===== src/include/warp_settings.svh =====
`ifndef WARP_SETTINGS_SVH
`define WARP_SETTINGS_SVH

// wait cycles from BACT rising to DTACK falling, RAM and ROM
`define WARP_FAST_WAIT 2

// I/O bus request queue depth, equal to the credits after reset
`define WARP_IO_CREDITS 4

// credit counter width, must hold WARP_IO_CREDITS
`define WARP_CREDIT_W 3

`endif


===== src/hdl/warpPkg.sv =====
package warpPkg;

	// request kinds on the I/O bus
	typedef enum logic [1:0] {
		ioRd = 2'd0, // motherboard read, blocking
		ioWr = 2'd1, // posted write
		ioIack = 2'd2 // interrupt acknowledge, blocking like a read
	} ioOpT;

	// bridge FSM, also brought out as a debug port
	typedef enum logic [2:0] {
		brIdle = 3'd0, // no I/O cycle in progress
		brWaitCredit = 3'd1, // queue full, CPU held off
		brWaitDone = 3'd2, // issued, waiting for in-order completion
		brAck = 3'd3 // DTACK low until the cycle ends
	} bridgeStateT;

	// fast RAM/ROM acknowledge FSM
	typedef enum logic [1:0] {
		faIdle = 2'd0,
		faCount = 2'd1, // wait states running
		faAck = 2'd2 // DTACK held low
	} ackStateT;

endpackage


===== src/hdl/cycleDetect.sv =====
`timescale 1ns/1ps

module cycleDetect (
	input logic CLK,
	input logic nRES,
	input logic nAS, // raw 68000 address strobe
	output logic BACT, // bus cycle active
	output logic cycleEnd // one clock as BACT falls
);

	logic nASr; // first sample of nAS

	// BACT trails the sample by one clock, cycleEnd marks its fall
	always_ff @(posedge CLK or negedge nRES) begin
		if (!nRES) begin
			nASr <= 1'b1;
			BACT <= 1'b0;
			cycleEnd <= 1'b0;
		end else begin
			nASr <= nAS;
			BACT <= ~nASr;
			cycleEnd <= BACT && nASr; // strobe seen high while still active
		end
	end

endmodule


===== src/hdl/CS.sv =====
`timescale 1ns/1ps

module CS (
	input logic FastROMEN, // ROM served on the accelerator
	input logic [23:8] A,
	input logic CLK,
	input logic nRES,
	input logic nWE,
	input logic BACT, // registered address strobe
	output logic IOCS, // cycle goes to the motherboard
	output logic SCSICS,
	output logic IOPWCS, // low-RAM write seen by the motherboard
	output logic IACS, // interrupt acknowledge
	output logic ROMCS,
	output logic RAMCS,
	output logic SndRAMCSWR // sound buffer write snoop
);

	logic nOverlay0; // set by first 4xxxxx access
	logic nOverlay1; // copy taken between cycles
	logic overlay;
	logic romSpace; // 4xxxxx
	logic lowRam; // 000000-3FFFFF
	logic highRam; // 600000-7FFFFF
	logic topWr64k; // write into last 64 KB of RAM
	logic vidWr; // write that hits the video buffer
	logic sndWr;

	assign overlay = ~nOverlay1;
	assign romSpace = A[23:20] == 4'h4;

	always_ff @(posedge CLK or negedge nRES) begin
		if (!nRES) begin
			nOverlay0 <= 1'b0;
			nOverlay1 <= 1'b0; // overlay on out of reset
		end else begin
			if (BACT && romSpace)
				nOverlay0 <= 1'b1;
			if (!BACT)
				nOverlay1 <= nOverlay0; // never mid-cycle
		end
	end

	assign lowRam = A[23:22] == 2'b00;
	assign highRam = A[23:21] == 3'b011;
	assign RAMCS = (lowRam && !overlay) || (highRam && overlay);

	// 3Fxxxx or 7Fxxxx, depending on overlay
	assign topWr64k = RAMCS && A[21:16] == 6'h3F && !nWE;
	// video lives in pages 2-7 and A-F of that 64 KB
	assign vidWr = topWr64k && (A[14] || A[13]);
	assign sndWr = (A[15:12] == 4'hF && A[11:8] >= 4'hD) || // main sound buffer
		(A[15:12] == 4'hA && A[11:8] >= 4'h1 && A[11:8] <= 4'h3); // alternate buffer
	assign SndRAMCSWR = topWr64k && sndWr;

	assign ROMCS = (A[23:20] == 4'h0 && FastROMEN && overlay) ||
		(romSpace && FastROMEN) ||
		(A[23:20] == 4'hC && !FastROMEN);

	assign IACS = A[23:8] == 16'hFFFF;
	assign SCSICS = A[23:20] == 4'h5;

	assign IOCS = (A[23:20] == 4'h0 && !FastROMEN && overlay) || // boot ROM via motherboard
		(romSpace && !FastROMEN) || // motherboard ROM
		SCSICS ||
		A[23:20] == 4'h8 || // empty, bus error from board
		A[23:20] == 4'h9 || // SCC read
		A[23:20] == 4'hA ||
		A[23:20] == 4'hB || // SCC write
		(A[23:20] == 4'hC && FastROMEN) ||
		A[23:20] == 4'hD || // IWM
		A[23:20] == 4'hE || // VIA
		A[23:20] == 4'hF || // IACK page
		vidWr; // snoop, motherboard keeps its copy

	assign IOPWCS = lowRam && !nWE;

endmodule


===== src/hdl/fastAck.sv =====
`timescale 1ns/1ps
`include "warp_settings.svh"

module fastAck (
	input logic CLK,
	input logic nRES,
	input logic BACT,
	input logic RAMCS,
	input logic ROMCS,
	output logic fastDtack // active low
);
	import warpPkg::*;

	localparam int WaitW = $clog2(`WARP_FAST_WAIT + 2);
	localparam logic [WaitW-1:0] WaitTop = `WARP_FAST_WAIT;
	localparam logic [WaitW-1:0] FirstCnt = 2; // first edge counted already passed

	ackStateT state;
	logic [WaitW-1:0] waitCnt; // clocks since BACT rose

	always_ff @(posedge CLK or negedge nRES) begin
		if (!nRES) begin
			state <= faIdle;
			waitCnt <= '0;
		end else begin
			case (state)
				faIdle: if (BACT && (RAMCS || ROMCS)) begin
					waitCnt <= FirstCnt;
					if (`WARP_FAST_WAIT <= 1)
						state <= faAck; // zero wait states
					else
						state <= faCount;
				end
				faCount: if (!BACT)
					state <= faIdle; // aborted cycle
				else if (waitCnt >= WaitTop)
					state <= faAck;
				else
					waitCnt <= waitCnt + 1'b1;
				faAck: if (!BACT)
					state <= faIdle; // released with the strobe
				default: state <= faIdle;
			endcase
		end
	end

	assign fastDtack = state != faAck;

endmodule


===== src/hdl/ioBridge.sv =====
`timescale 1ns/1ps
`include "warp_settings.svh"

module ioBridge (
	input logic CLK,
	input logic nRES,
	input logic BACT,
	input logic cycleEnd,
	input logic IOCS,
	input logic IACS,
	input logic nWE,
	input logic [23:1] A,
	output logic ioReq, // one clock per request
	output warpPkg::ioOpT ioOp,
	output logic [23:1] ioAddr,
	input logic ioCredit, // a queue slot came free
	input logic ioDone, // completions arrive in issue order
	output logic ioDtack, // active low
	output warpPkg::bridgeStateT bridgeState
);
	import warpPkg::*;

	localparam int CntW = `WARP_CREDIT_W + 1; // queued plus in service
	localparam logic [`WARP_CREDIT_W-1:0] FullCredits = `WARP_IO_CREDITS;
	localparam logic [CntW-1:0] LastDone = 1;

	bridgeStateT state;
	logic [`WARP_CREDIT_W-1:0] credits; // free queue slots
	logic [CntW-1:0] outstanding; // issued, no ioDone yet
	logic [CntW-1:0] waitLeft; // dones owed before this read completes
	logic newCycle; // fresh motherboard cycle
	logic issue; // request goes out this clock
	logic reqWrite; // posted, no completion wait

	assign newCycle = state == brIdle && BACT && IOCS;
	assign issue = (newCycle || state == brWaitCredit) && credits != '0;
	assign reqWrite = !nWE && !IACS;

	always_ff @(posedge CLK or negedge nRES) begin
		if (!nRES) begin
			state <= brIdle;
			credits <= FullCredits;
			outstanding <= '0;
			waitLeft <= '0;
			ioReq <= 1'b0;
		end else begin
			ioReq <= issue;

			case ({issue, ioCredit})
				2'b10: credits <= credits - 1'b1;
				2'b01: credits <= credits + 1'b1;
				default: ; // spent and returned together
			endcase

			case ({issue, ioDone})
				2'b10: outstanding <= outstanding + 1'b1;
				2'b01: outstanding <= outstanding - 1'b1;
				default: ;
			endcase

			// reads count down to their own completion
			if (issue)
				waitLeft <= reqWrite ? '0 : (ioDone ? outstanding : outstanding + LastDone);
			else if (state == brWaitDone && ioDone)
				waitLeft <= waitLeft - LastDone;

			case (state)
				brIdle: if (newCycle)
					state <= issue ? brWaitDone : brWaitCredit;
				brWaitCredit: if (issue)
					state <= brWaitDone; // back-pressure lifted
				brWaitDone: if (waitLeft == '0 || (ioDone && waitLeft == LastDone))
					state <= brAck;
				brAck: if (cycleEnd)
					state <= brIdle;
				default: state <= brIdle;
			endcase
		end
	end

	// request payload, captured with the strobe
	always_ff @(posedge CLK) begin
		if (issue) begin
			ioAddr <= A;
			if (IACS)
				ioOp <= ioIack;
			else if (nWE)
				ioOp <= ioRd;
			else
				ioOp <= ioWr;
		end
	end

	assign ioDtack = state != brAck;
	assign bridgeState = state;

endmodule


===== src/hdl/warpTop.sv =====
`timescale 1ns/1ps

module warpTop (
	input logic CLK,
	input logic nRES,
	input logic [23:1] A,
	input logic nAS,
	input logic nWE,
	input logic FastROMEN,
	output logic nDTACK, // merged acknowledge to the CPU
	output logic RAMCS,
	output logic ROMCS,
	output logic IOCS,
	output logic SCSICS,
	output logic IOPWCS,
	output logic IACS,
	output logic SndRAMCSWR,
	output logic ioReq,
	output warpPkg::ioOpT ioOp,
	output logic [23:1] ioAddr,
	input logic ioCredit,
	input logic ioDone,
	output warpPkg::bridgeStateT bridgeState // debug
);

	logic BACT;
	logic cycleEnd;
	logic fastDtack; // RAM/ROM path
	logic ioDtack; // motherboard path

	cycleDetect u_cycleDetect (
		.CLK(CLK),
		.nRES(nRES),
		.nAS(nAS),
		.BACT(BACT),
		.cycleEnd(cycleEnd)
	);

	CS u_CS (
		.FastROMEN(FastROMEN),
		.A(A[23:8]), // decode needs 256-byte granularity only
		.CLK(CLK),
		.nRES(nRES),
		.nWE(nWE),
		.BACT(BACT),
		.IOCS(IOCS),
		.SCSICS(SCSICS),
		.IOPWCS(IOPWCS),
		.IACS(IACS),
		.ROMCS(ROMCS),
		.RAMCS(RAMCS),
		.SndRAMCSWR(SndRAMCSWR)
	);

	fastAck u_fastAck (
		.CLK(CLK),
		.nRES(nRES),
		.BACT(BACT),
		.RAMCS(RAMCS),
		.ROMCS(ROMCS),
		.fastDtack(fastDtack)
	);

	ioBridge u_ioBridge (
		.CLK(CLK),
		.nRES(nRES),
		.BACT(BACT),
		.cycleEnd(cycleEnd),
		.IOCS(IOCS),
		.IACS(IACS),
		.nWE(nWE),
		.A(A),
		.ioReq(ioReq),
		.ioOp(ioOp),
		.ioAddr(ioAddr),
		.ioCredit(ioCredit),
		.ioDone(ioDone),
		.ioDtack(ioDtack),
		.bridgeState(bridgeState)
	);

	assign nDTACK = fastDtack & ioDtack; // either source may end the cycle

endmodule


===== config.mk =====
export PLATFORM = sky130hd
export DESIGN_NAME = warpTop
export DESIGN_NICKNAME = d
export VERILOG_FILES = /design/src/hdl/warpPkg.sv /design/src/hdl/cycleDetect.sv /design/src/hdl/CS.sv /design/src/hdl/fastAck.sv /design/src/hdl/ioBridge.sv /design/src/hdl/warpTop.sv
export VERILOG_INCLUDE_DIRS = /design/src /design/src/include
export SDC_FILE = /design/constraint.sdc
export NUM_CORES = 1
export LEC_CHECK = 0
export BUFFER_PORTS_ARGS = -buffer_cell sky130_fd_sc_hd__buf_2
export CORE_MARGIN = 3
export CORE_UTILIZATION = 45
export DETAILED_ROUTE_END_ITERATION = 12
export PLACE_DENSITY = 0.71
export SLEW_MARGIN = 15
export SYNTH_ARGS = -nofsm -noshare
export SYNTH_HDL_FRONTEND = slang
export SYNTH_SLANG_ARGS = --single-unit

===== constraint.sdc =====
create_clock -name CLK -period 4.99 [get_ports CLK]
set_clock_uncertainty 0.2 [all_clocks]
set_input_delay 0.998 -clock CLK [delete_from_list [all_inputs] [get_ports CLK]]
set_output_delay 0.998 -clock CLK [all_outputs]
set_load 0.02 [all_outputs]

# Word level (Yosys, flattened, before mapping)
# Index checks and enable logic that the tools add are counted.
# totals
word_cells	147
output_inout_bits	37
latch_bits	0
ramBits	0
memories	0
romBits	0
register_bits	49
# classes
magnitude_cmp	4
div_mod_pow	0
n_shift	0
addsub	6
n_eq_ne	36
bitwise_logic	3
muxes	22
reduce_logical	62
n_mul	0
# ops
operator	n
$eq A4 B4 Y1 const B	10
$logic_and A1 B1 Y1	27
$logic_or A1 B1 Y1	19
$eq A16 B16 Y1 const B	1
$mux W2	8
$mux W4	4
$mux W3	4
$ne A2 B2 Y1 const B	6
$pmux W3 S4	1
$eq A3 B2 Y1 const B	3
$eq A4 B3 Y1 const B	2
$logic_not A4 Y1	2
$pmux W4 S2	1
$reduce_and A4 Y1	2
$reduce_bool A2 Y1	4
$sub A4 B1 Y4 const B	2
$eq A2 B1 Y1 const B	3
$eq A2 B2 Y1 const B	3
$eq A6 B6 Y1 const B	1
$ne A2 B1 Y1 const B	3
$ne A3 B2 Y1 const B	2
$pmux W2 S3	1
$pmux W3 S2	1
$add A4 B1 Y4 const B	1
other kinds (18)	22

# Logic depth before layout (Yosys ltp)
# depth
word_depth	20
ltp_mapped	12

# Cells and area by module
# A second synthesis with hierarchy kept.
# unflattened
hier_cells	187
hier_area_um2	2314.7
# by_module_without_submodules
module	instances	area_each_um2	cells_each
ioBridge	1	1696.6	123
CS	1	297.8	38
fastAck	1	227.7	20
cycleDetect	1	86.3	5
warpTop	1	6.3	1

# Worst setup path after synthesis
# OpenSTA, ideal clock, no wires.
# synth_timing
path_type	input-to-reg
start	input port A[23] (netlist bit)
end	register u_ioBridge.credits[1]
path_slack_ns	1.257
path_stages	10
setup_ns	0.125
arrival_ns	3.408
cell_sequence	buf_2 -> nor4bb_1 -> o21ai_1 -> nand4_1 -> a31oi_4 -> inv_1 -> ha_1 -> inv_1 -> fa_1 -> mux2_2
# synth_between
elab_chain_cells	19
word_cells_on_any_way	41
# synth_rtl
element	line	text
start: declaration	warpTop.sv:6	input logic [23:1] A,
$logic_not A4 Y1	CS.sv:63	assign IOCS = (A[23:20] == 4'h0 && !FastROMEN && overlay) ||
$logic_and A1 B1 Y1 (2 in a row)	CS.sv:63	
$logic_or A1 B1 Y1	CS.sv:63	
$logic_or A1 B1 Y1	CS.sv:64	(romSpace && !FastROMEN) ||
$logic_or A1 B1 Y1	CS.sv:65	SCSICS ||
$logic_or A1 B1 Y1	CS.sv:66	A[23:20] == 4'h8 ||
$logic_or A1 B1 Y1	CS.sv:67	A[23:20] == 4'h9 ||
$logic_or A1 B1 Y1	CS.sv:68	A[23:20] == 4'hA ||
(+3 left out)	-	
$logic_or A1 B1 Y1	CS.sv:72	A[23:20] == 4'hE ||
$logic_or A1 B1 Y1 (*)	CS.sv:73	A[23:20] == 4'hF ||
$logic_and A1 B1 Y1 (*)	ioBridge.sv:35	assign newCycle = state == brIdle && BACT && IOCS;
$logic_or A1 B1 Y1 (*)	ioBridge.sv:36	assign issue = (newCycle || state == brWaitCredit) && credits != '0;
$logic_and A1 B1 Y1 (*)	ioBridge.sv:36	
via u_ioBridge.issue	ioBridge.sv:32	logic issue;
$eq A2 B1 Y1 / $eq A2 B2 Y1 (equally long branches)	ioBridge.sv:49	case ({issue, ioCredit})
$pmux W3 S2 / $reduce_bool A2 Y1 (equally long branches)	-	
end signal: assignment	ioBridge.sv:42	credits <= FullCredits;
end signal: assignment	ioBridge.sv:50	2'b10: credits <= credits - 1'b1;
end signal: assignment	ioBridge.sv:51	2'b01: credits <= credits + 1'b1;
end: declaration	ioBridge.sv:28	logic [`WARP_CREDIT_W-1:0] credits;
# Mark *: on every way through the listed nets, which the timed path passes. The rest lies on a longest branch.
# A chain may end at the register's enable or synchronous reset.

# Final worst setup path
# layout_timing
start	input port A[22] (netlist bit)
end	output port SndRAMCSWR
# layout_between
elab_chain_cells	6
word_cells_on_any_way	8
# layout_rtl
element	line	text
$eq A3 B2 Y1 / $logic_not A2 Y1 (equally long branches)	CS.sv:45, CS.sv:44	
$logic_and A1 B1 Y1	CS.sv:46	assign RAMCS = (lowRam && !overlay) || (highRam && overlay);
$logic_or A1 B1 Y1 (*)	CS.sv:46	
$logic_and A1 B1 Y1 (*) (2 in a row)	CS.sv:49	assign topWr64k = RAMCS && A[21:16] == 6'h3F && !nWE;
$logic_and A1 B1 Y1 (*)	CS.sv:54	assign SndRAMCSWR = topWr64k && sndWr;
end: declaration	warpTop.sv:17	output logic SndRAMCSWR,
# Every way passes the cells marked *; elsewhere a longest branch is shown, timed or not.

==> results.txt <==
The largest net degree at the start of global routing is 31. The repair_antennas step left the layout with diodes totalling 0. The fraction of registers with async set/reset works out to 0.479. Number of buffers added on ports: 65. The final non-filler cell area came out at 2790 sq um. For the combinational cell fraction of total power, the log shows 0.395. For this design the ratio of total power to cell area is 552 nW/um^2. The final setup TNS is 0 ns, and the relative max-transition margin is 0.570.

The tools report the data arrival at the endpoint of the critical path as 2.14 ns. In this run the most critical hold path is launched from u_cycleDetect.nASr. The run gives 0.183 as the proportion of power drawn by the clock network. For the number of max-slew violations in the final report, the log shows 0. In this run the static leakage power is 0.00123 uW. In the final layout, flip-flops and latches occupy 1330 sq um. The tree built by TritonCTS fans out to 48 sinks. Largest driver fanout on the critical path: 8.

In this run the worst setup path begins at A[22]. The clock-pin slew on the worst setup and hold paths is 0.08 ns. The routed wire length came out at 4280 um. Type of destination of the critical path: a primary output.

The count of nets left with antenna violations once routing finished came out at 0. The average size of a mapped cell is 12.2 sq um. STA classifies the critical path startpoint as an input pin. The tools report the initial standard-cell utilization of the core as 0.473.

The proportion of synthesized chip area in sequential cells is 0.584, and the floorplan die width is 77.1 um. The post-synth net total was 228; the remaining design rule violation count was 0. The run gives 3240 um as the HPWL after detailed placement. Summed over all layers, the global routing overflow is 0.

The worst path in the final design needs a cycle of 3.34 ns, including I/O delays and setup. Net switching power: 570 uW. Number of hold violations in the final report: 0. After synthesis the cells add up to 2280 sq um. For this block, wires on met1 add up to 2000 um.

Counting flops with a built-in enable in the synthesized netlist gives 25. The synthesis-to-finish area growth was 22.5%; the hold buffer count at CTS was 0. For the number of cell rows, the log shows 25. For the area enclosed by the die boundary, the log shows 5950 sq um. The cell sitting at the root of the clock tree is a clkbuf_8. The H-tree was split into 2 levels. The setup path with the least slack is of type in -> out.

The share of total power consumed by net switching works out to 0.370. The initial DRC count is 97, and the quantity of gates resized following cts is 0. The run gives 7100 um as the wire length of the first global-routing pass. The tools report the overall global routing resource usage as 0.150. In the synthesized netlist the dominant register cell turns out to be edfxtp_1. The via count of the first global-routing pass came out at 1526. The run gives 5 as the total clock buffers created by CTS. The fraction of layout cells with a size suffix above 1 was 0.320.

VDD sags by at most 0.000304 V. After synthesis the netlist holds a flip-flop and latch count of 48. After detailed routing, the number of vias per cell comes to 4.96.

Summed over all nets, wire length on met3 after detailed routing comes to 345 um. The Yosys warning count was 0; the average detailed-routed wire length per instance was 13.3 um. Summing all placed instances gives a cell area of 2670 sq um. The logs give 0.421 for the proportion of power drawn by flip-flops and latches and 297 for the number of nets in the finished design. The startpoint identified for the worst register-to-register timing path is u_CS.nOverlay1. For the final RePlAce weighted congestion, the log shows 0.801.

Class of the tightest hold or removal check: reg -> reg. In the final layout, the multi-input gates occupy 865 sq um. The final clock period utilization by the worst path works out to 0.670. The number of distinct standard cells referenced by the synthesized netlist is 47.

TritonCTS built the clock tree. The flow ran to the end, and the final reports show no timing, DRC or antenna violations. Data on the critical path is required at its endpoint by 3.79 ns. Sum of met2 wire segment lengths after detailed routing: 1910 um. The core outline area was 4820 sq um; the number of inserted filler cells in the final layout was 421. The tool flagged a number of max-cap violations equal to 0. In this run the vertical extent of the chip is 77.1 um.

The synthesized design spends more area on one cell type than any other, namely edfxtp_1. Across all layers, the routed design uses 1601 vias. Before antenna repair, the detailed router went through 4 iterations.

Signal routing reaches up to met4. Synthesis produced a netlist whose cell count is 186. After synthesis, the cell types taking the most area are edfxtp_1 (33%), dfrtp_1 (23%), ha_1 (6.0%).

The area share of the largest cell type after synthesis was 0.330. During I/O placement, the number of pins put on the boundary was 67. Setup repair after global routing left no endpoint under its margin. For the pin with the worst max-slew slack, the measured transition is 0.640 ns.

The internal cell power came out at 969 uW. For the worst-skew pair, the clock arrives at the later sink with an insertion delay of 0.30 ns. The number of setup buffers added after CTS is 0. Static timing analysis puts the maximum clock frequency at 299 MHz. The run gives 0 as the number of antenna violations at the first check in global routing. Setup violations remaining at the end of the flow were counted as 0. The longest clock path from root to sink contains 2 buffers.
==> metrics by stage <==
stage / util / std cells / worst slack (ns) / power (uW) / hold slack (ns)
finish: 0.579 / 323 / 1.65 / 1540 / 0.239
global route: 0.579 / 323 / 1.53 / 1650 / 0.265
CTS: 0.579 / 323 / 1.66 / 1560 / 0.243
detailed placement: 0.555 / 315 / 1.57 / 1270 / 0.222
global placement: 0.555 / 315 / 1.61 / 1260 / 0.219
floorplan: - / 186 / 1.26 / 1100 / 0.211
==> Yosys cell counts, types with 2 or more instances <==
master and count:
a41o_1 2, edfxtp_1 25, o21ai_0 3, xor2_1 6, a21oi_1 5, nor2_1 15, a21o_1 2, xnor2_1 7
nor2b_1 4, dfrtp_1 21, ha_1 11, nor3_1 7, inv_1 17, dfstp_2 2, nand3_1 4, nand4_1 5
mux2_2 3, nand2_1 10, clkbuf_1 2, mux2i_1 6, nor4bb_1 2, o211ai_1 2
==> cells by family after synthesis <==
group	after synthesis	synth area share
simple gates	55	0.125
flops	48	0.584
compound gates	27	0.0923
buf+inv	21	0.0368
xor+xnor	13	0.0500
fa+ha+maj	12	0.0692
mux	9	0.0412
other cells	1	0.00165
==> layout make-up <==
cell class	instances	area share
Inverter	17	0.0229
Clock buffer	5	0.0247
Clock inverter	3	0.0166
Tap cell	67	0.0301
Sequential cell	48	0.476
Timing Repair Buffer	66	0.119
Multi-Input combinational cell	117	0.310
==> worst paths after layout <==
path / slack, ns / to / cells past startpoint
setup / recovery: 1.65 / SndRAMCSWR / 5
hold / removal: 0.24 / u_cycleDetect.BACT / 1
setup reg to reg: 2.25 / u_ioBridge.credits[1] / 9
hold reg to reg: 0.24 / u_cycleDetect.BACT / 1
max in group asynchronous: 3.75 / u_ioBridge.credits[2] / 1
min in group asynchronous: 0.46 / u_ioBridge.outstanding[3] / 1
==> registers in the layout, summed over array words and instances (netlist names), 2 cells and up <==
signal,cells
u_ioBridge.waitLeft,4
u_ioBridge.bridgeState,2
u_ioBridge.outstanding,4
u_ioBridge.ioAddr,23
u_fastAck.waitCnt,2
u_ioBridge.ioOp,2
u_fastAck.state,2
u_ioBridge.credits,3
==> layer usage <==
| layer | track usage | up-vias |
|---|---|---|
| li1 | - | 803 |
| met1 | 0.199 | 732 |
| met2 | 0.237 | 64 |
| met3 | 0.0446 | 2 |
| met4 | 0.0480 | 0 |
| met5 | 0 | - |
==> worst max-delay path, stage by stage <==
cell,delay [ns]
buf_2,0.14
nand2b_4,0.16
a211oi_2,0.35
nor4bb_1,0.30
buf_2,0.20
==> power by group through the flow <==
stage	Clock [uW]	Sequential, uW	Combinational [uW]
floorplan	0	738	359
global placement	0	656	600
detailed placement	0	658	611
CTS	293	650	616
global route	308	666	678
finish	282	649	609
==> cells in the final DEF (no fill, tap or decap), types with 3 or more instances in the layout <==
cell type  instances
a21oi_1            5
buf_2             65
clkbuf_8           5
dfrtp_1           21
edfxtp_1          25
ha_1              11
inv_1             17
mux2_2             3
mux2i_1            6
nand2_1           10
nand3_1            4
nand4_1            5
nor2_1            15
nor2b_1            4
nor3_1             7
o21ai_0            3
xnor2_1            7
xor2_1             6
Power figures use the tool's default switching activity.
